--- config.mk ---
export PLATFORM = sky130hd
export DESIGN_NAME = acl_rx_writer_flat
export DESIGN_NICKNAME = d
export VERILOG_FILES = /design/src/acl_rx_pkg.sv /design/src/bank_bus_if.sv /design/src/acl_rx_writer.sv /design/src/flat_wrapper.sv
export SDC_FILE = /design/constraint.sdc
export NUM_CORES = 1
export LEC_CHECK = 0
export ABC_AREA = 1
export BUFFER_PORTS_ARGS = -buffer_cell sky130_fd_sc_hd__buf_2
export CAP_MARGIN = 40
export CORE_UTILIZATION = 30
export CTS_BUF_LIST = sky130_fd_sc_hd__clkbuf_4
export CTS_CLUSTER_SIZE = 8
export DETAILED_ROUTE_END_ITERATION = 6
export GPL_TIMING_DRIVEN = 0
export PLACE_DENSITY = 0.5
export SLEW_MARGIN = 30
export SYNTH_ARGS = -nofsm -noshare
export SYNTH_HDL_FRONTEND = slang
export SYNTH_SLANG_ARGS = --single-unit
--- constraint.sdc ---
create_clock -name clk_6M -period 2.4 [get_ports clk_6M]
set_input_delay 0.48 -clock clk_6M [delete_from_list [all_inputs] [get_ports clk_6M]]
set_output_delay 0.48 -clock clk_6M [all_outputs]
set_load 0.02 [all_outputs]
--- src/acl_rx_pkg.sv ---
// Baseband-side receive buffer definitions
// Payload length and word address widths, bank state, bank index width

package acl_rx_pkg;

  // Payload length in bytes, up to 1023
  localparam int PYLEN_W = 10;

  // Word address inside one bank, 256 words
  localparam int WORD_AW = 8;

  // Free banks may be filled by the writer, full banks wait for the host
  typedef enum logic {
    BANK_FREE = 1'b0,
    BANK_FULL = 1'b1
  } bank_state_t;

  // Width of a bank index for a given bank count
  function automatic int bank_w(input int num_banks);
    int w;
    begin
      w = 1;
      if (num_banks > 1)
      begin
        w = $clog2(num_banks);
      end
      return w;
    end
  endfunction

endpackage

--- src/bank_bus_if.sv ---
// Bank bus between the writer, the payload banks and the host reader

`timescale 1ns/100ps

interface bank_bus_if
  import acl_rx_pkg::*;
#(
  parameter int NUM_BANKS = 2
) ();

  localparam int BANK_W = bank_w(NUM_BANKS);

  // Write side
  logic [BANK_W-1:0]  wr_bank;
  logic               wr_en;
  logic [WORD_AW-1:0] wr_addr;
  logic [31:0]        wr_data;
  logic               commit;
  logic [PYLEN_W-1:0] commit_len;

  // One slice per bank, each driven by its own bank
  wire [NUM_BANKS-1:0] full;
  wire [31:0]          rd_data [NUM_BANKS];
  wire [PYLEN_W-1:0]   length [NUM_BANKS];

  // Read side
  logic [BANK_W-1:0]  rd_bank;
  logic               rd_en;
  logic [WORD_AW-1:0] rd_addr;
  logic               release_p;

  modport writer (
    output wr_bank, wr_en, wr_addr, wr_data, commit, commit_len,
    input  full
  );

  modport bank (
    input  wr_bank, wr_en, wr_addr, wr_data, commit, commit_len,
    input  rd_bank, rd_en, rd_addr, release_p,
    output full, rd_data, length
  );

  modport reader (
    output rd_bank, rd_en, rd_addr, release_p,
    input  full, rd_data, length
  );

endinterface

--- src/acl_rx_writer.sv ---
// Receive writer
// Byte to word packing, bank selection, packet commit and overrun detection

`timescale 1ns/100ps

module acl_rx_writer
  import acl_rx_pkg::*;
#(
  parameter int NUM_BANKS = 2
) (
  input  logic               clk_6M,
  input  logic               rstz,
  input  logic [7:0]         pyld_byte,
  input  logic               pyld_valid,
  input  logic               pyld_start,
  input  logic               ms_tslot_p,
  input  logic               pk_encode,
  input  logic               dec_hecgood,
  input  logic               dec_crcgood,
  input  logic [PYLEN_W-1:0] dec_pylen_byte,
  input  logic               overrun_clr,
  output logic               overrun,
  bank_bus_if.writer         bus
);

  localparam int BANK_W = bank_w(NUM_BANKS);
  localparam logic [BANK_W-1:0] LAST_BANK = BANK_W'(NUM_BANKS - 1);

  typedef enum logic [1:0] {
    W_IDLE,
    W_RECV,
    W_DROP,
    W_FLUSH
  } wr_state_t;

  wr_state_t          state;
  logic [1:0]         lane;
  logic [1:0]         lane_base;
  logic [31:0]        word;
  logic [WORD_AW-1:0] waddr;
  logic               target_full;
  logic               slot_good;
  logic               accept;

  assign target_full = bus.full[bus.wr_bank];
  assign slot_good   = ms_tslot_p && dec_hecgood && dec_crcgood && !pk_encode;
  // A byte may arrive together with the start strobe
  assign lane_base   = pyld_start ? 2'd0 : lane;
  assign accept      = pyld_valid && (pyld_start ? !target_full : (state == W_RECV));

  always_ff @(posedge clk_6M or negedge rstz)
  begin
    if (!rstz)
    begin
      state       <= W_IDLE;
      lane        <= 2'd0;
      waddr       <= '0;
      overrun     <= 1'b0;
      bus.wr_en   <= 1'b0;
      bus.commit  <= 1'b0;
      bus.wr_bank <= '0;
    end
    else
    begin
      bus.commit <= 1'b0;
      bus.wr_en  <= accept && (lane_base == 2'd3);

      if (pyld_start)
      begin
        state <= target_full ? W_DROP : W_RECV;
      end
      else
      begin
        case (state)
          W_RECV:
            if (ms_tslot_p)
            begin
              state <= W_IDLE;
              if (slot_good && (lane != 2'd0))
              begin
                // Flush the open word first, commit follows next cycle
                state     <= W_FLUSH;
                bus.wr_en <= 1'b1;
              end
              else if (slot_good)
              begin
                bus.commit <= 1'b1;
              end
            end
          W_FLUSH:
          begin
            state      <= W_IDLE;
            bus.commit <= 1'b1;
          end
          W_DROP:
            if (ms_tslot_p)
            begin
              state <= W_IDLE;
            end
          default: ;
        endcase
      end

      if (accept)
      begin
        lane <= lane_base + 2'd1;
      end
      else if (pyld_start || ms_tslot_p)
      begin
        lane <= 2'd0;
      end

      if (pyld_start)
      begin
        waddr <= '0;
      end
      else if (bus.wr_en)
      begin
        waddr <= waddr + WORD_AW'(1);
      end

      if (bus.commit)
      begin
        bus.wr_bank <= (bus.wr_bank == LAST_BANK) ? '0 : bus.wr_bank + BANK_W'(1);
      end

      // Sticky until the host clears it
      if (pyld_start && target_full)
      begin
        overrun <= 1'b1;
      end
      else if (overrun_clr)
      begin
        overrun <= 1'b0;
      end
    end
  end

  // Little-endian packing, unused upper lanes read as zero
  always_ff @(posedge clk_6M)
  begin
    if (accept)
    begin
      if (lane_base == 2'd0)
      begin
        word <= {24'd0, pyld_byte};
      end
      else
      begin
        word[8*lane_base +: 8] <= pyld_byte;
      end
    end
    if ((state == W_RECV) && slot_good && !pyld_start)
    begin
      bus.commit_len <= dec_pylen_byte;
    end
  end

  assign bus.wr_data = word;
  assign bus.wr_addr = waddr;

endmodule

--- src/flat_wrapper.sv ---
// flat-port wrapper written by rule: the top's interface ports become plain ports
module acl_rx_writer_flat import acl_rx_pkg::*;
#(
  parameter int NUM_BANKS = 2
)
  (clk_6M, rstz, pyld_byte, pyld_valid, pyld_start, ms_tslot_p, pk_encode, dec_hecgood, dec_crcgood, dec_pylen_byte, overrun_clr, overrun, bus_wr_bank, bus_wr_en, bus_wr_addr, bus_wr_data, bus_commit, bus_commit_len, bus_full);
  bank_bus_if #(.NUM_BANKS(NUM_BANKS)) bus_i ();
  input  logic clk_6M;
  input  logic rstz;
  input  logic [7:0] pyld_byte;
  input  logic pyld_valid;
  input  logic pyld_start;
  input  logic ms_tslot_p;
  input  logic pk_encode;
  input  logic dec_hecgood;
  input  logic dec_crcgood;
  input  logic [PYLEN_W-1:0] dec_pylen_byte;
  input  logic overrun_clr;
  output logic overrun;
  output wire logic [$bits(bus_i.wr_bank)-1:0] bus_wr_bank;
  output wire logic [$bits(bus_i.wr_en)-1:0] bus_wr_en;
  output wire logic [$bits(bus_i.wr_addr)-1:0] bus_wr_addr;
  output wire logic [$bits(bus_i.wr_data)-1:0] bus_wr_data;
  output wire logic [$bits(bus_i.commit)-1:0] bus_commit;
  output wire logic [$bits(bus_i.commit_len)-1:0] bus_commit_len;
  input wire logic [$bits(bus_i.full)-1:0] bus_full;
  assign bus_wr_bank = bus_i.wr_bank;
  assign bus_wr_en = bus_i.wr_en;
  assign bus_wr_addr = bus_i.wr_addr;
  assign bus_wr_data = bus_i.wr_data;
  assign bus_commit = bus_i.commit;
  assign bus_commit_len = bus_i.commit_len;
  assign bus_i.full = bus_full;
  acl_rx_writer #(.NUM_BANKS(NUM_BANKS)) u_core (.clk_6M(clk_6M), .rstz(rstz), .pyld_byte(pyld_byte), .pyld_valid(pyld_valid), .pyld_start(pyld_start), .ms_tslot_p(ms_tslot_p), .pk_encode(pk_encode), .dec_hecgood(dec_hecgood), .dec_crcgood(dec_crcgood), .dec_pylen_byte(dec_pylen_byte), .overrun_clr(overrun_clr), .overrun(overrun), .bus(bus_i));
endmodule
==> out/metrics.cfg <==
[final_layout]
layout-drive-gt1-share_pct = 30.7
nFillCells = 909
fin_area_um2 = 3500
final_cell_mix = buf_2 (85), nand2_1 (53), edfxtp_1 (42), nor2_1 (35), inv_1 (34)
syn2layout_area_growth_pct = 28.3
finalNonFillerCells = 479
final_nets = 401
diodes = 0
final_common_cell = buf_2

[global_routing]
grt_start_max_net_pins = 17
grt_pass1_vias = 2120
antenna_found_initial = 0
grtUsageTotal_pct = 14.4
grt_pass1_wl_um = 10700
gr-total-overflow = 0

[sta]
relSlewSlack_pct = 52.3
holdWs_ns = 0.235
finalCriticalPeriod_ns = 1.90
rsz0062_at_grt = false
hold_viol = 0
worst_slack_ns = 0.497
worst_slew_pin_slew_ns = 0.709
min_period_over_period_pct = 79.3
setup_viol = 0
final_max_slew_viol_count = 0
fmax_mhz = 526
clock_skew_ns = 0.0119

[detailed_routing]
vias = 2163
finalWirelength_um = 6570
drcViolationCount = 0
drt-wirelength-per-cell_um = 13.7
viasPerCell = 4.52
postRouteAntennaNets = 0
first_pass_iters = 4
drt-initial-drc-count = 54

[clocking]
post_cts_buffers = 0
cts_sinks = 58
clock_latency_ns = 0.41
post_cts_resized = 0
htree_levels = 3
postCtsHoldBufs = 1
cts_buffers = 9
cts_tree = built
clk_path_buf_depth = 2
clk_pin_slew_worst_paths_ns = 0.12
root_buffer = clkbuf_4

[hold_path]
min_path_type = input port to flop

[place]
place_area_um2 = 3310
dp_hpwl_um = 4700
pre_cts_slack_ns = 0.279
io_buffer_count = 81
gp_congestion = 0.738
post-place-cells = 462

[logic_synthesis]
synth_edf_count = 42
synth_fp_nets = 306
synth-main-ff-cell = edfxtp_1
ys_seq_area_share_pct = 60.8
synth_top_area_cell = edfxtp_1
synth_area_leaders = edfxtp_1 (46%), dfrtp_1 (15%), nand2_1 (7.3%)
netlist.area_leader.share_pct = 46.2
yosys_warnings = 0
ys_types = 28
ys_async_sr_fraction_pct = 27.6
synthCells = 271
syn_area_um2 = 2730
ys_ff_latch = 58
syn_avg_cell_area_um2 = 10.1

[setup_path]
end_kind = flop
max_stage_delay_ns = 0.43
start_kind = flop
worstSetupPathType = flop to flop
worst_ep_arrival_time_ns = 2.17
cp_cell_sequence = nand2_4 > buf_8 > inv_1 > ha_1 > clkinv_1 > nor2_4 > a22oi_1 > nor2_1
required_ns = 2.67
slowest_stage = dfrtp_1
cp_max_fo = 12

[pwr]
ir_drop_uv = 245
leakage_nw = 1.64
p_total_mw = 2.70
power.density_nw_per_um2 = 770

[die]
die_w_um = 97.4
die_h_um = 97.4
core_area_um2 = 8760
row_count = 34
ioPinCount = 83
start_util_pct = 31.2
die_area_um2 = 9490

[flow_run]
drv_cap = 0

[status]
status = complete, no violations

-- worst max-delay path, delay by kind of cell (launching register included) --
family | cells | cell delay (ns)
and+or+nand+nor | 3 | 0.53
buffers and inverters | 3 | 0.52
DFF | 1 | 0.43
adders and majority gates | 1 | 0.17
AOI/OAI and AO/OA | 1 | 0.11
-- synthesized netlist by cell type (2+ instances only) --
cell / number
nand2_4: 2
nor3_1: 2
buf_2: 3
nor2_4: 3
dfrtp_1: 16
inv_1: 34
a21oi_1: 21
ha_1: 6
o21ai_0: 13
nor2_1: 35
nand3_1: 19
a22oi_1: 8
edfxtp_1: 42
nand2_1: 53
-- layer usage --
metal  vias up  global-route usage, %  wire length [um]  part of all wire (%)
li1       1098                      -                 -                     -
met1      1001                   19.6              3220                    49
met2        52                   22.1              2950                    45
met3        12                   2.59               269                   4.1
met4         0                   7.13               133                   2.0
met5         -                      0                 0                     0
-- power breakdown --
part           total, mW  switching [mW]  internal (mW)
logic              0.520           0.352          0.168
clock network      0.927           0.402          0.525
registers           1.25          0.0587           1.19
total               2.70           0.813           1.89
-- cell type report --
| type | count | area [um2] | area share (%) |
|---|---|---|---|
| flip-flops and latches | 58 | 1660 | 47.4 |
| multi-input cells | 170 | 882 | 25.2 |
| inverters | 36 | 140 | 4.00 |
| clock buffers | 9 | 67.6 | 1.93 |
| plain buffers | 7 | 65.1 | 1.86 |
| clock inverters | 7 | 118 | 3.36 |
| well taps | 108 | 135 | 3.86 |
| repair buffers | 84 | 435 | 12.4 |
-- metrics by stage --
step | TNS [ns] | util, %
after detailed placement | 0 | 37.8
final | 0 | 40.0
after floorplan | 0 | -
after global placement | -19.37 | 37.3
after global routing | 0 | 40.0
after CTS | 0 | 40.0
-- worst paths after layout --
kind	startpoint	end	slack, ns	depth (start not counted)
setup / recovery	u_core.lane[0]$_DFFE_PN0P_	u_core.bus.wr_data[30]$_SDFFCE_PP0P_	0.50	8
hold / removal	dec_pylen_byte[1]	u_core.bus.commit_len[1]$_DFFE_PP_	0.24	1
setup reg to reg	u_core.lane[0]$_DFFE_PN0P_	u_core.bus.wr_data[30]$_SDFFCE_PP0P_	0.50	8
hold reg to reg	u_core.bus.commit$_DFF_PN0_	u_core.bus.wr_bank$_DFFE_PN0P_	0.48	1
max in group asynchronous	rstz	u_core.lane[0]$_DFFE_PN0P_	1.63	2
min in group asynchronous	rstz	u_core.bus.wr_addr[0]$_DFFE_PN0P_	0.50	2
-- flip-flops by register name (all words and copies together) (netlist names), 2 cells and up --
register               count
u_core.bus.commit_len     10
u_core.bus.wr_addr         8
u_core.bus.wr_data        32
u_core.lane                2
u_core.state               2
-- cells by family after synthesis --
logic type	after synthesis	synth area share (%)
buffers and inverters	43	7.51
flip-flops	58	60.8
adder cells (fa/ha/maj)	6	2.75
AO/OA/AOI/OAI	44	9.30
XOR/XNOR	2	0.641
AND/OR/NAND/NOR	118	19.0
Note: power is estimated with default switching activity, not from simulation.
