$ cat config.mk
export PLATFORM = sky130hd
export DESIGN_NAME = acl_rx_host_port_flat
export DESIGN_NICKNAME = d
export VERILOG_FILES = /design/src/acl_rx_pkg.sv /design/src/host_bus_pkg.sv /design/src/bank_bus_if.sv /design/src/acl_rx_host_port.sv /design/src/flat_wrapper.sv
export SDC_FILE = /design/constraint.sdc
export NUM_CORES = 1
export LEC_CHECK = 0
export BUFFER_PORTS_ARGS = -buffer_cell sky130_fd_sc_hd__buf_2
export CORE_MARGIN = 3
export CORE_UTILIZATION = 31
export CTS_BUF_LIST = sky130_fd_sc_hd__clkbuf_4
export CTS_CLUSTER_DIAMETER = 60
export CTS_CLUSTER_SIZE = 14
export DETAILED_ROUTE_END_ITERATION = 8
export PLACE_DENSITY = 0.88
export REMOVE_ABC_BUFFERS = 1
export SYNTH_ARGS = -nofsm -noshare
export SYNTH_HDL_FRONTEND = slang
export SYNTH_SLANG_ARGS = --single-unit
$ cat constraint.sdc
create_clock -name clk_6M -period 2.4 [get_ports clk_6M]
set_input_delay 0.12 -clock clk_6M [delete_from_list [all_inputs] [get_ports clk_6M]]
set_output_delay 0.12 -clock clk_6M [all_outputs]
set_load 0.02 [all_outputs]
$ cat src/acl_rx_pkg.sv
// Baseband-side receive buffer definitions
// Payload length and word address widths, bank state, bank index width

package acl_rx_pkg;

  // Payload length in bytes, up to 1023
  localparam int PYLEN_W = 10;

  // Word address inside one bank, 256 words
  localparam int WORD_AW = 8;

  // Free banks may be filled by the writer, full banks wait for the host
  typedef enum logic {
    BANK_FREE = 1'b0,
    BANK_FULL = 1'b1
  } bank_state_t;

  // Width of a bank index for a given bank count
  function automatic int bank_w(input int num_banks);
    int w;
    begin
      w = 1;
      if (num_banks > 1)
      begin
        w = $clog2(num_banks);
      end
      return w;
    end
  endfunction

endpackage

$ cat src/host_bus_pkg.sv
// Host bus definitions
// Wishbone address width, register select opcodes, status and control bits

package host_bus_pkg;

  localparam int WB_AW = 10;

  // Register addresses above the data window
  localparam logic [WB_AW-1:0] ADR_STATUS = 10'h200;
  localparam logic [WB_AW-1:0] ADR_CTRL   = 10'h201;

  typedef enum logic [1:0] {
    REG_DATA   = 2'd0,
    REG_STATUS = 2'd1,
    REG_CTRL   = 2'd2,
    REG_NONE   = 2'd3
  } reg_sel_t;

  // Status word, length field starts at ST_LEN
  localparam int ST_EMPTY   = 0;
  localparam int ST_OVERRUN = 1;
  localparam int ST_LEN     = 16;

  // Control word
  localparam int CT_CLR_OVR = 0;
  localparam int CT_DISCARD = 1;

endpackage

$ cat src/bank_bus_if.sv
// Bank bus between the writer, the payload banks and the host reader

`timescale 1ns/100ps

interface bank_bus_if
  import acl_rx_pkg::*;
#(
  parameter int NUM_BANKS = 2
) ();

  localparam int BANK_W = bank_w(NUM_BANKS);

  // Write side
  logic [BANK_W-1:0]  wr_bank;
  logic               wr_en;
  logic [WORD_AW-1:0] wr_addr;
  logic [31:0]        wr_data;
  logic               commit;
  logic [PYLEN_W-1:0] commit_len;

  // One slice per bank, each driven by its own bank
  wire [NUM_BANKS-1:0] full;
  wire [31:0]          rd_data [NUM_BANKS];
  wire [PYLEN_W-1:0]   length [NUM_BANKS];

  // Read side
  logic [BANK_W-1:0]  rd_bank;
  logic               rd_en;
  logic [WORD_AW-1:0] rd_addr;
  logic               release_p;

  modport writer (
    output wr_bank, wr_en, wr_addr, wr_data, commit, commit_len,
    input  full
  );

  modport bank (
    input  wr_bank, wr_en, wr_addr, wr_data, commit, commit_len,
    input  rd_bank, rd_en, rd_addr, release_p,
    output full, rd_data, length
  );

  modport reader (
    output rd_bank, rd_en, rd_addr, release_p,
    input  full, rd_data, length
  );

endinterface

$ cat src/acl_rx_host_port.sv
// Wishbone classic slave for the host
// Data window and status reads, control writes, bank release

`timescale 1ns/100ps

module acl_rx_host_port
  import acl_rx_pkg::*;
  import host_bus_pkg::*;
#(
  parameter int NUM_BANKS = 2
) (
  input  logic             clk_6M,
  input  logic             rstz,
  input  logic             wb_cyc,
  input  logic             wb_stb,
  input  logic             wb_we,
  input  logic [WB_AW-1:0] wb_adr,
  input  logic [31:0]      wb_dat_w,
  output logic [31:0]      wb_dat_r,
  output logic             wb_ack,
  input  logic             overrun,
  output logic             overrun_clr,
  bank_bus_if.reader       bus
);

  localparam int BANK_W = bank_w(NUM_BANKS);
  localparam logic [BANK_W-1:0] LAST_BANK = BANK_W'(NUM_BANKS - 1);

  reg_sel_t           sel;
  reg_sel_t           sel_q;
  logic               req;
  logic               rd_last;
  logic               discard;
  logic [PYLEN_W-1:0] cur_len;
  logic [WORD_AW-1:0] end_idx;
  logic [31:0]        status;

  always_comb
  begin
    if (!wb_adr[WB_AW-1])
      sel = REG_DATA;
    else if (wb_adr == ADR_STATUS)
      sel = REG_STATUS;
    else if (wb_adr == ADR_CTRL)
      sel = REG_CTRL;
    else
      sel = REG_NONE;
  end

  // New access only while ack is low, so each access gets one ack
  assign req = wb_cyc && wb_stb && !wb_ack;

  assign bus.rd_en   = req && !wb_we && (sel == REG_DATA);
  assign bus.rd_addr = wb_adr[WORD_AW-1:0];

  // Last word index of the bank being read
  assign cur_len = bus.length[bus.rd_bank];
  assign end_idx = (cur_len[1:0] == 2'b00) ? cur_len[PYLEN_W-1:2] - WORD_AW'(1)
                                           : cur_len[PYLEN_W-1:2];

  assign rd_last = !wb_we && (sel == REG_DATA) && (bus.rd_addr >= end_idx);
  assign discard = wb_we && (sel == REG_CTRL) && wb_dat_w[CT_DISCARD];

  always_comb
  begin
    status                     = '0;
    status[ST_EMPTY]           = !bus.full[bus.rd_bank];
    status[ST_OVERRUN]         = overrun;
    status[ST_LEN +: PYLEN_W]  = cur_len;
  end

  always_comb
  begin
    case (sel_q)
      REG_DATA:   wb_dat_r = bus.rd_data[bus.rd_bank];
      REG_STATUS: wb_dat_r = status;
      default:    wb_dat_r = '0;
    endcase
  end

  always_ff @(posedge clk_6M or negedge rstz)
  begin
    if (!rstz)
    begin
      wb_ack        <= 1'b0;
      sel_q         <= REG_NONE;
      overrun_clr   <= 1'b0;
      bus.release_p <= 1'b0;
      bus.rd_bank   <= '0;
    end
    else
    begin
      wb_ack <= req;
      if (req)
      begin
        sel_q <= sel;
      end
      // Release strobe lines up with ack, only for a bank that holds a packet
      bus.release_p <= req && bus.full[bus.rd_bank] && (rd_last || discard);
      overrun_clr   <= req && wb_we && (sel == REG_CTRL) && wb_dat_w[CT_CLR_OVR];
      if (bus.release_p)
      begin
        bus.rd_bank <= (bus.rd_bank == LAST_BANK) ? '0 : bus.rd_bank + BANK_W'(1);
      end
    end
  end

endmodule

$ cat src/flat_wrapper.sv
// flat-port wrapper written by rule: the top's interface ports become plain ports
module acl_rx_host_port_flat import acl_rx_pkg::*; import host_bus_pkg::*;
#(
  parameter int NUM_BANKS = 2
)
  (clk_6M, rstz, wb_cyc, wb_stb, wb_we, wb_adr, wb_dat_w, wb_dat_r, wb_ack, overrun, overrun_clr, bus_rd_bank, bus_rd_en, bus_rd_addr, bus_release_p, bus_full, bus_rd_data, bus_length);
  bank_bus_if #(.NUM_BANKS(NUM_BANKS)) bus_i ();
  input  logic clk_6M;
  input  logic rstz;
  input  logic wb_cyc;
  input  logic wb_stb;
  input  logic wb_we;
  input  logic [WB_AW-1:0] wb_adr;
  input  logic [31:0] wb_dat_w;
  output logic [31:0] wb_dat_r;
  output logic wb_ack;
  input  logic overrun;
  output logic overrun_clr;
  output wire logic [$bits(bus_i.rd_bank)-1:0] bus_rd_bank;
  output wire logic [$bits(bus_i.rd_en)-1:0] bus_rd_en;
  output wire logic [$bits(bus_i.rd_addr)-1:0] bus_rd_addr;
  output wire logic [$bits(bus_i.release_p)-1:0] bus_release_p;
  input wire logic [$bits(bus_i.full)-1:0] bus_full;
  input wire logic [$bits(bus_i.rd_data)-1:0] bus_rd_data;
  input wire logic [$bits(bus_i.length)-1:0] bus_length;
  assign bus_rd_bank = bus_i.rd_bank;
  assign bus_rd_en = bus_i.rd_en;
  assign bus_rd_addr = bus_i.rd_addr;
  assign bus_release_p = bus_i.release_p;
  assign bus_i.full = bus_full;
  assign bus_i.rd_data = {>>{bus_rd_data}};
  assign bus_i.length = {>>{bus_length}};
  acl_rx_host_port #(.NUM_BANKS(NUM_BANKS)) u_core (.clk_6M(clk_6M), .rstz(rstz), .wb_cyc(wb_cyc), .wb_stb(wb_stb), .wb_we(wb_we), .wb_adr(wb_adr), .wb_dat_w(wb_dat_w), .wb_dat_r(wb_dat_r), .wb_ack(wb_ack), .overrun(overrun), .overrun_clr(overrun_clr), .bus(bus_i));
endmodule
==> impl_metrics.json, run 1 <==
{
  "ys_warn_count": 0,
  "dpl.hpwl_microns": 4610,
  "path_cells": "buf_6 -> mux2i_4 -> ha_2 -> mux2_2 -> ha_1 -> a211oi_2 -> o21ai_1 -> a41oi_2 -> o21ai_1",
  "fin_util_pct": 54.31,
  "layout_common_cells": "148 x buf_2, 31 x nor2_1, 26 x mux2i_1, 16 x buf_4, 11 x nor2b_1",
  "crit_top_cell": "o21ai_1",
  "n_antenna_cell": 0,
  "powerDensity_nw_per_um2": 788.9,
  "seqPwrFrac_pct": 9.7,
  "syn2layout_area_growth_pct": 63.87,
  "vias_per_cell": 4.895,
  "root_buffer": "clkbuf_4",
  "hold_path_class": "input pin to flop",
  "drc": 0,
  "fin_tns_setup_ns": 0,
  "grt_max_degree": 21,
  "cp_max_fo": 6,
  "cts_buffers": 3,
  "firstDrtPassIters": 4,
  "finalHoldViolations": 0,
  "grt_pass1_wl_microns": 7300,
  "syn_inst": 176,
  "synth_cell_type_count": 40,
  "htree_levels": 1,
  "p_leak_nw": 1.316,
  "swShare_pct": 48.04,
  "grt_overflow_total": 0,
  "pre_cts_ws_ns": -0.03390,
  "post-route-min-period_ns": 2.389,
  "synth.avg_cell_area_sq_um": 8.481,
  "final_common_cell": "buf_2",
  "synth-seq-area-share_pct": 10.23,
  "end_kind": "flop",
  "reg2reg_slack_ns": 0.01,
  "whs_path_depth": 3,
  "setup_ws_ns": 0.01065,
  "setup.worst_path.class": "flop to flop",
  "antenna_found_initial": 0,
  "routed_wirelength_microns": 5562,
  "die_w_microns": 75.39,
  "reg2reg_depth": 9,
  "timing.fmax_mhz": 418.5,
  "core_area_sq_um": 4504,
  "via_count": 1870,
  "fp.dieH_microns": 75.39,
  "critical_path_arrival_ns": 2.52,
  "clock_latency_ns": 0.25,
  "setup_viol": 0,
  "synth_area_sq_um": 1493,
  "dpl-instance-area_sq_um": 2252,
  "whs_endpoint": "u_core.overrun_clr",
  "tightest_slew_ns": 0.4001,
  "cp-start-kind": "flop",
  "timing.rr.end": "u_core.bus.release_p",
  "ys_ff_latch": 6,
  "slew_headroom_pct": 73.32,
  "ant_nets": 0,
  "drv_slew": 0,
  "avgRoutedWirePerCell_microns": 14.56,
  "ios": 179,
  "p_switching_mw": 0.9271,
  "drtIter0Drc": 44,
  "intPower_mw": 1.003,
  "start_util_pct": 33.14,
  "fin_skew_ns": 0.01052,
  "finalInstanceArea_sq_um": 2446,
  "max_cap_violations": 0,
  "grt_setup_unrepaired": "yes",
  "drive_gt1_share_pct": 58.79,
  "dieArea_sq_um": 5684,
  "cts_sinks": 6,
  "fin_nets": 474,
  "period_share_pct": 99.56,
  "comb_power_share_pct": 84.4,
  "reg2reg_from": "u_core.bus.rd_bank",
  "clockBufferDepth": 2,
  "portBuffers": 148,
  "first_global_vias": 1591,
  "cp_slowest_stage_delay_ns": 0.50,
  "worstPathRequired_ns": 2.53,
  "outcome": "completed",
  "clk_pin_slew_worst_paths_ns": 0.05,
  "num_rows": 24,
  "ir_drop_uv": 543.1,
  "slowest_stage": "dfrtp_4",
  "cts_tree": "yes",
  "track_usage_pct": 16.53,
  "p_clk_share_pct": 5.9,
  "gp_congestion": 0.7428,
  "hold_start": "wb_dat_w[0]"
}
[critical path, delay by kind of cell (launching register included)]
| family | cells | cell delay, ns |
|---|---|---|
| AOI/OAI and AO/OA | 4 | 0.63 |
| DFF | 1 | 0.50 |
| muxes | 2 | 0.50 |
| adders and majority gates | 2 | 0.50 |
| buffers and inverters | 1 | 0.15 |
[synthesized netlist by cell type, drive strengths merged]
master / count / area share [%]
o211ai: 1 / 0.50
dfrtp: 4 / 6.7
ha: 9 / 7.5
or4: 1 / 0.50
nand3: 2 / 0.67
xor2: 5 / 2.9
a21oi: 4 / 1.3
nand4: 1 / 0.42
a211oi: 11 / 5.5
nand2: 9 / 2.3
xnor2: 3 / 1.8
nor4: 2 / 1.8
nor2: 31 / 7.8
dfstp: 2 / 3.5
mux2: 1 / 0.75
clkbuf: 3 / 0.75
buf: 16 / 9.0
nand2b: 1 / 0.42
nor2b: 11 / 4.6
nand3b: 1 / 0.50
a41oi: 1 / 0.59
and2: 2 / 0.84
and3: 1 / 0.42
o22ai: 1 / 0.84
o21ai: 5 / 1.7
or2: 1 / 0.42
mux4: 6 / 10
nor3: 5 / 2.3
nor3b: 1 / 0.50
inv: 4 / 1.0
mux2i: 30 / 20
nor4b: 1 / 1.6
[cells by family after synthesis]
group	after synthesis	share of synthesized area [%]
buf+inv	23	10.73
xor+xnor	8	4.694
fa+ha+maj	9	7.544
flops	6	10.23
compound gates	23	10.48
mux	37	31.18
simple gates	70	25.15
[timing repair]
action | in CTS | in global routing
resized for setup | 3 | 21
endpoints found under the hold margin | 6 | 0
endpoints found under the setup margin | 1 | 2
pin swaps | 2 | 9
hold buffers | 1 | 0
setup buffers | 2 | 5
[metrics by stage]
step | power, mW | cells | hold WS, ns
after floorplan | 1.107 | 157 | -0.1756
after global placement | 1.576 | 370 | -0.05884
after detailed placement | 1.598 | 370 | -0.05341
after CTS | 1.765 | 377 | 0.1192
after global routing | 2.075 | 382 | 0.1259
final | 1.930 | 382 | 0.1202
[routing by layer]
| layer | up-vias | part of all wire, % | global-route usage [%] |
|---|---|---|---|
| met2 | 70 | 51 | 27.13 |
| met4 | 0 | 0.41 | 2.913 |
| met3 | 2 | 6.0 | 1.715 |
| li1 | 941 | - | - |
| met5 | - | 0 | 0 |
| met1 | 857 | 42 | 23.68 |
[final cells by class]
cell class                      count  area [sq um]
Clock buffer                        4         30.03
Fill cell                         431          2058
Inverter                            4         15.01
Multi-Input combinational cell    147          1260
Sequential cell                     6         156.4
Tap cell                           52         65.06
Timing Repair Buffer              169         919.6
[state kept, by name (all words and copies together), names as in the netlist]
signal	count
u_core.bus.rd_bank	1
u_core.bus.release_p	1
u_core.overrun_clr	1
u_core.sel_q	2
u_core.wb_ack	1
[power groups by stage]
stage	clock [mW]	sequential, mW	combinational, mW
after global placement	0	0.203	1.37
after detailed placement	0	0.205	1.39
after floorplan	0	0.300	0.807
after global routing	0.119	0.193	1.76
final	0.113	0.188	1.63
after CTS	0.116	0.190	1.46
[how the worst max path moves through the flow]
stage                                  start              endpoint  slack, ns  cells past startpoint
after floorplan           u_core.bus.rd_bank  u_core.bus.release_p      -1.19                      8
after global placement    u_core.bus.rd_bank  u_core.bus.release_p       0.04                     10
after detailed placement  u_core.bus.rd_bank  u_core.bus.release_p      -0.03                      8
after CTS                 u_core.bus.rd_bank  u_core.bus.release_p       0.01                     10
after global routing      u_core.bus.rd_bank  u_core.bus.release_p      -0.04                      9
final                     u_core.bus.rd_bank  u_core.bus.release_p       0.01                      9
Note: power is estimated with default switching activity, not from simulation.
==> inputs of run 2 (changes only) <==
- PLACE_DENSITY: 0.88 -> 0.79
==> run 2 against run 1 <==
Routed wire length down 9.5%. Critical path depth up 2. Fmax up 5.4%. Sequential cell count unchanged. Design area down 1.1%. First-iteration DRC count down 14%. Combinational power about the same.
==> impl_metrics.json, run 2 (synthesis results as in run 1) <==
{
  "hold_path_class": "input pin to flop",
  "vias_per_cell": 4.723,
  "max_cap_violations": 0,
  "syn2layout_area_growth_pct": 62.11,
  "fp.dieH_microns": 75.39,
  "final_common_cell": "buf_2",
  "htree_levels": 1,
  "critical_path_arrival_ns": 2.39,
  "root_buffer": "clkbuf_4",
  "dieArea_sq_um": 5684,
  "cts_tree": "yes",
  "num_rows": 24,
  "grt_max_degree": 21,
  "period_share_pct": 94.49,
  "outcome": "completed",
  "slew_headroom_pct": 73.47,
  "comb_power_share_pct": 85.7,
  "grt_overflow_total": 0,
  "worstPathRequired_ns": 2.53,
  "setup.worst_path.class": "flop to flop",
  "pre_cts_ws_ns": -0.03781,
  "largest_reg_flops": 2,
  "drive_gt1_share_pct": 57.58,
  "setup_viol": 0,
  "clockBufferDepth": 2,
  "tightest_slew_ns": 0.3979,
  "via_count": 1804,
  "p_clk_share_pct": 5.9,
  "avgRoutedWirePerCell_microns": 13.18,
  "swShare_pct": 46.98,
  "timing.fmax_mhz": 441.0,
  "antenna_found_initial": 0,
  "total_power_mw": 1.890,
  "gp_congestion": 0.7435,
  "clock_latency_ns": 0.24,
  "portBuffers": 148,
  "intPower_mw": 1.002,
  "cts_sinks": 6,
  "ios": 179,
  "end_kind": "flop",
  "finalHoldViolations": 0,
  "drc": 0,
  "seqPwrFrac_pct": 8.4,
  "fin_skew_ns": 0.007762,
  "path_cells": "buf_12 -> mux2i_1 -> ha_1 -> o211ai_1 -> nor2_1 -> xor2_1 -> ha_1 -> nand2_1 -> nor2_1 -> a41oi_1 -> o21ai_1",
  "n_antenna_cell": 0,
  "top_register": "u_core.sel_q",
  "path_delay_family": "adder cells",
  "cp-start-kind": "flop",
  "first_global_vias": 1413,
  "layout_common_cells": "148 x buf_2, 31 x nor2_1, 27 x mux2i_1, 15 x buf_4",
  "p_switching_mw": 0.8881,
  "grt_setup_unrepaired": "yes",
  "slowest_stage": "dfrtp_2",
  "dpl.hpwl_microns": 4206,
  "routed_wirelength_microns": 5033,
  "die_w_microns": 75.39,
  "p_leak_nw": 1.327,
  "track_usage_pct": 14.51,
  "cts_buffers": 3,
  "cp_slowest_stage_delay_ns": 0.41,
  "fin_nets": 474,
  "cp_max_fo": 7,
  "start_util_pct": 33.14,
  "drtIter0Drc": 38,
  "core_area_sq_um": 4504,
  "clk_pin_slew_worst_paths_ns": 0.05,
  "post-route-min-period_ns": 2.268,
  "firstDrtPassIters": 4,
  "setup_ws_ns": 0.1323,
  "ant_nets": 0,
  "worst-path-buf-inv": 1,
  "drv_slew": 0,
  "grt_pass1_wl_microns": 6444,
  "ir_drop_uv": 376.0,
  "powerDensity_nw_per_um2": 781.1
}
## run 2: cell counts in the layout (fill, tap and decap cells not counted)
No cell type changed its count.
## run 2: stage by stage
step                cell area [sq um]   TNS, ns  util, %  instances  hold WS, ns
floorplan                        1348    -6.025        -        157      -0.1756
global placement                 2245         0    49.83        369     -0.05896
detailed placement               2245  -0.03781    49.83        369     -0.05808
CTS                              2312         0    51.33        376       0.1171
global route                     2420  -0.03880    53.72        382       0.1540
finish                           2420         0    53.72        382       0.1231
## run 2: final timing paths
kind                            slack, ns  cells past startpoint                  from                    to
worst max-delay path                 0.13                     11    u_core.bus.rd_bank  u_core.bus.release_p
min in group asynchronous            0.24                      2                  rstz  u_core.bus.release_p
max in group asynchronous            1.94                      2                  rstz       u_core.sel_q[1]
worst min-delay path                 0.12                      3           wb_dat_w[0]    u_core.overrun_clr
worst min register to register       0.46                      1  u_core.bus.release_p    u_core.bus.rd_bank
worst max register to register       0.13                     11    u_core.bus.rd_bank  u_core.bus.release_p
## run 2: cell type report
class	count	area, sq um
Fill cell	429	2085
Multi-Input combinational cell	147	1219
Timing Repair Buffer	169	937.1
Sequential cell	6	153.9
Tap cell	52	65.06
Clock buffer	4	30.03
Inverter	4	15.01
## run 2: worst register-to-register path: stages (launching register included)
cell	delay, ns
dfrtp_2	0.41
buf_12	0.15
mux2i_1	0.22
ha_1	0.23
o211ai_1	0.15
nor2_1	0.16
xor2_1	0.18
ha_1	0.25
nand2_1	0.08
nor2_1	0.04
a41oi_1	0.19
o21ai_1	0.09
## run 2: repair_timing
item | CTS | global route
gates resized for setup | 0 | 13
endpoints found under the setup margin | 1 | 1
hold buffers | 1 | 0
buffers inserted | 2 | 7
hold endpoints to repair | 6 | 0
pin swaps | 0 | 12
## run 2: routing by layer
layer,vias up,global-route usage [%],share of wire (%)
li1,945,-,-
met1,795,19.76,41
met2,64,24.64,53
met3,0,1.451,6.0
met4,0,3.495,0
met5,-,0,0
## run 2: power groups by stage
stage / clock, mW / sequential (mW) / combinational, mW
after floorplan: 0 / 0.300 / 0.807
after global placement: 0 / 0.199 / 1.36
after detailed placement: 0 / 0.200 / 1.38
after CTS: 0.113 / 0.185 / 1.45
after global routing: 0.116 / 0.164 / 1.76
final: 0.111 / 0.159 / 1.62
==> inputs of run 3 (changes only) <==
- CELL_PAD_IN_SITES_DETAIL_PLACEMENT: default -> 0
- CELL_PAD_IN_SITES_GLOBAL_PLACEMENT: default -> 1
- CORE_UTILIZATION: 31 -> 19
- PLACE_DENSITY: 0.79 -> 0.77
- REMOVE_ABC_BUFFERS: 1 -> default
==> run 3 against run 2 <==
Register-to-register slack gained 0.05 ns. Global-route usage decreased by 3.4 points. Critical path type unchanged. Non-clock buffer count down 6.
==> impl_metrics.json, run 3 (synthesis results as in run 1) <==
{
  "track_usage_pct": 11.08,
  "core_area_sq_um": 7447,
  "outcome": "completed",
  "critical_path_arrival_ns": 2.35,
  "path_delay_family": "compound AO/OA/AOI/OAI gates",
  "clock_latency_ns": 0.24,
  "cts_tree": "yes",
  "avgRoutedWirePerCell_microns": 13.24,
  "total_power_mw": 1.831,
  "grt_overflow_total": 0,
  "pre_cts_ws_ns": -0.07005,
  "vias_per_cell": 4.277,
  "synth_fp_nets": 319,
  "fill_cells": 812,
  "fin_skew_ns": 0.009835,
  "whs_path_depth": 3,
  "drive_gt1_share_pct": 57.10,
  "portBuffers": 148,
  "routed_wirelength_microns": 5602,
  "fin_util_pct": 32.76,
  "crit_top_cell": "o21ai_1",
  "timing.rr.end": "u_core.bus.release_p",
  "ir_drop_uv": 293.5,
  "powerDensity_nw_per_um2": 750.6,
  "gp_congestion": 0.7866,
  "firstDrtPassIters": 4,
  "max_cap_violations": 0,
  "fp.dieH_microns": 94.64,
  "slew_headroom_pct": 68.89,
  "tightest_slew_ns": 0.4666,
  "setup.worst_path.class": "flop to flop",
  "drtIter0Drc": 48,
  "ios": 179,
  "period_share_pct": 92.36,
  "cts_sinks": 6,
  "timing.fmax_mhz": 451.1,
  "reg2reg_slack_ns": 0.18,
  "dpl.hpwl_microns": 4748,
  "htree_levels": 1,
  "setup_viol": 0,
  "fin_tns_setup_ns": 0,
  "reg2reg_from": "u_core.bus.rd_bank",
  "start_util_pct": 20.04,
  "worstPathRequired_ns": 2.53,
  "grt_setup_unrepaired": "no",
  "slowest_stage": "dfrtp_2",
  "post-route-min-period_ns": 2.217,
  "drc": 0,
  "cts_buffers": 3,
  "worst-path-buf-inv": 1,
  "finalHoldViolations": 0,
  "dieArea_sq_um": 8956,
  "reg2reg_depth": 10,
  "end_kind": "flop",
  "ant_nets": 0,
  "hold_path_class": "input pin to flop",
  "top_register": "u_core.sel_q",
  "root_buffer": "clkbuf_4",
  "antenna_found_initial": 0,
  "clk_pin_slew_worst_paths_ns": 0.05,
  "largest_reg_flops": 2,
  "first_global_vias": 1715,
  "clockBufferDepth": 2,
  "die_w_microns": 94.64,
  "cp_slowest_stage_delay_ns": 0.40,
  "final_common_cell": "buf_2",
  "num_rows": 31,
  "grt_max_degree": 31,
  "p_leak_nw": 1.288,
  "grt_pass1_wl_microns": 7976,
  "via_count": 1809,
  "layout_common_cells": "148 x buf_2, 31 x nor2_1, 26 x mux2i_1, 12 x buf_4",
  "cp_max_fo": 6,
  "drv_slew": 0,
  "syn2layout_area_growth_pct": 63.45,
  "whs_endpoint": "u_core.overrun_clr",
  "cp-start-kind": "flop",
  "hold_start": "wb_dat_w[0]",
  "n_antenna_cell": 0,
  "setup_ws_ns": 0.1833,
  "fin_nets": 468,
  "path_cells": "buf_4 -> nor4_4 -> o22ai_2 -> nor2_1 -> xor2_1 -> ha_1 -> a21oi_1 -> o21ai_1 -> a41oi_2 -> o21ai_1",
  "hold_slack_ns": 0.1195
}
## run 3: cell types whose count changed in the layout (fill, tap and decap cells not counted), moves of 2 or more
| cell | delta |
|---|---|
| a21oi_1 | +2 |
| a21oi_2 | -2 |
| buf_12 | -2 |
| buf_4 | -3 |
| buf_6 | -2 |
| mux2i_4 | +2 |
| nand2_1 | +2 |
| nand2_2 | -2 |
## run 3: metal layers
metal,wire (microns),GRT usage [%],vias up,share of wire [%]
met3,414,1.036,2,7.4
li1,-,-,936,-
met4,34,2.885,0,0.61
met1,2417,14.41,800,43
met2,2736,19.50,71,49
met5,0,0,-,0
## run 3: repair_timing
action / 4_1_cts / 5_1_grt
hold buffers: 1 / 0
resized for setup: 1 / 16
pin swaps: 0 / 8
endpoints found under the hold margin: 6 / 0
setup endpoints to repair: 1 / 1
buffers inserted: 3 / 1
## run 3: power breakdown
group,leakage (nW),internal (mW),switching (mW)
registers,0.0733,0.123,0.0344
logic,1.20,0.733,0.831
clock network,0.0184,0.0742,0.0357
total,1.29,0.930,0.901
## run 3: layout make-up
cell class                      instances  area (sq um)  area share [%]
Multi-Input combinational cell        147          1250           51.23
Clock buffer                            4         30.03           1.231
Timing Repair Buffer                  163         867.1           35.54
Tap cell                               99         123.9           5.077
Sequential cell                         6         153.9           6.308
Inverter                                4         15.01          0.6154
## run 3: worst register-to-register path, delay by kind of cell, from the launching register on
family,cells,cell delay [ns]
xor gates and xnor gates,1,0.19
buffers and inverters,1,0.17
and+or+nand+nor,2,0.46
DFF,1,0.40
AOI/OAI and AO/OA,5,0.64
adders and majority gates,1,0.28
## run 3: worst max-delay path by stage
stage          depth (start not counted)                from                   end
3_3_place_gp                          10  u_core.bus.rd_bank  u_core.bus.release_p
2_1_floorplan                         10  u_core.bus.rd_bank  u_core.bus.release_p
4_1_cts                               11  u_core.bus.rd_bank  u_core.bus.release_p
3_5_place_dp                          10  u_core.bus.rd_bank  u_core.bus.release_p
6_report                              10  u_core.bus.rd_bank  u_core.bus.release_p
5_1_grt                               10  u_core.bus.rd_bank  u_core.bus.release_p
## run 3: through the flow
stage / cells / instance area (sq um)
after detailed placement: 414 / 2292
after CTS: 422 / 2359
after floorplan: 176 / 1498
after global routing: 423 / 2440
final: 423 / 2440
after global placement: 414 / 2292
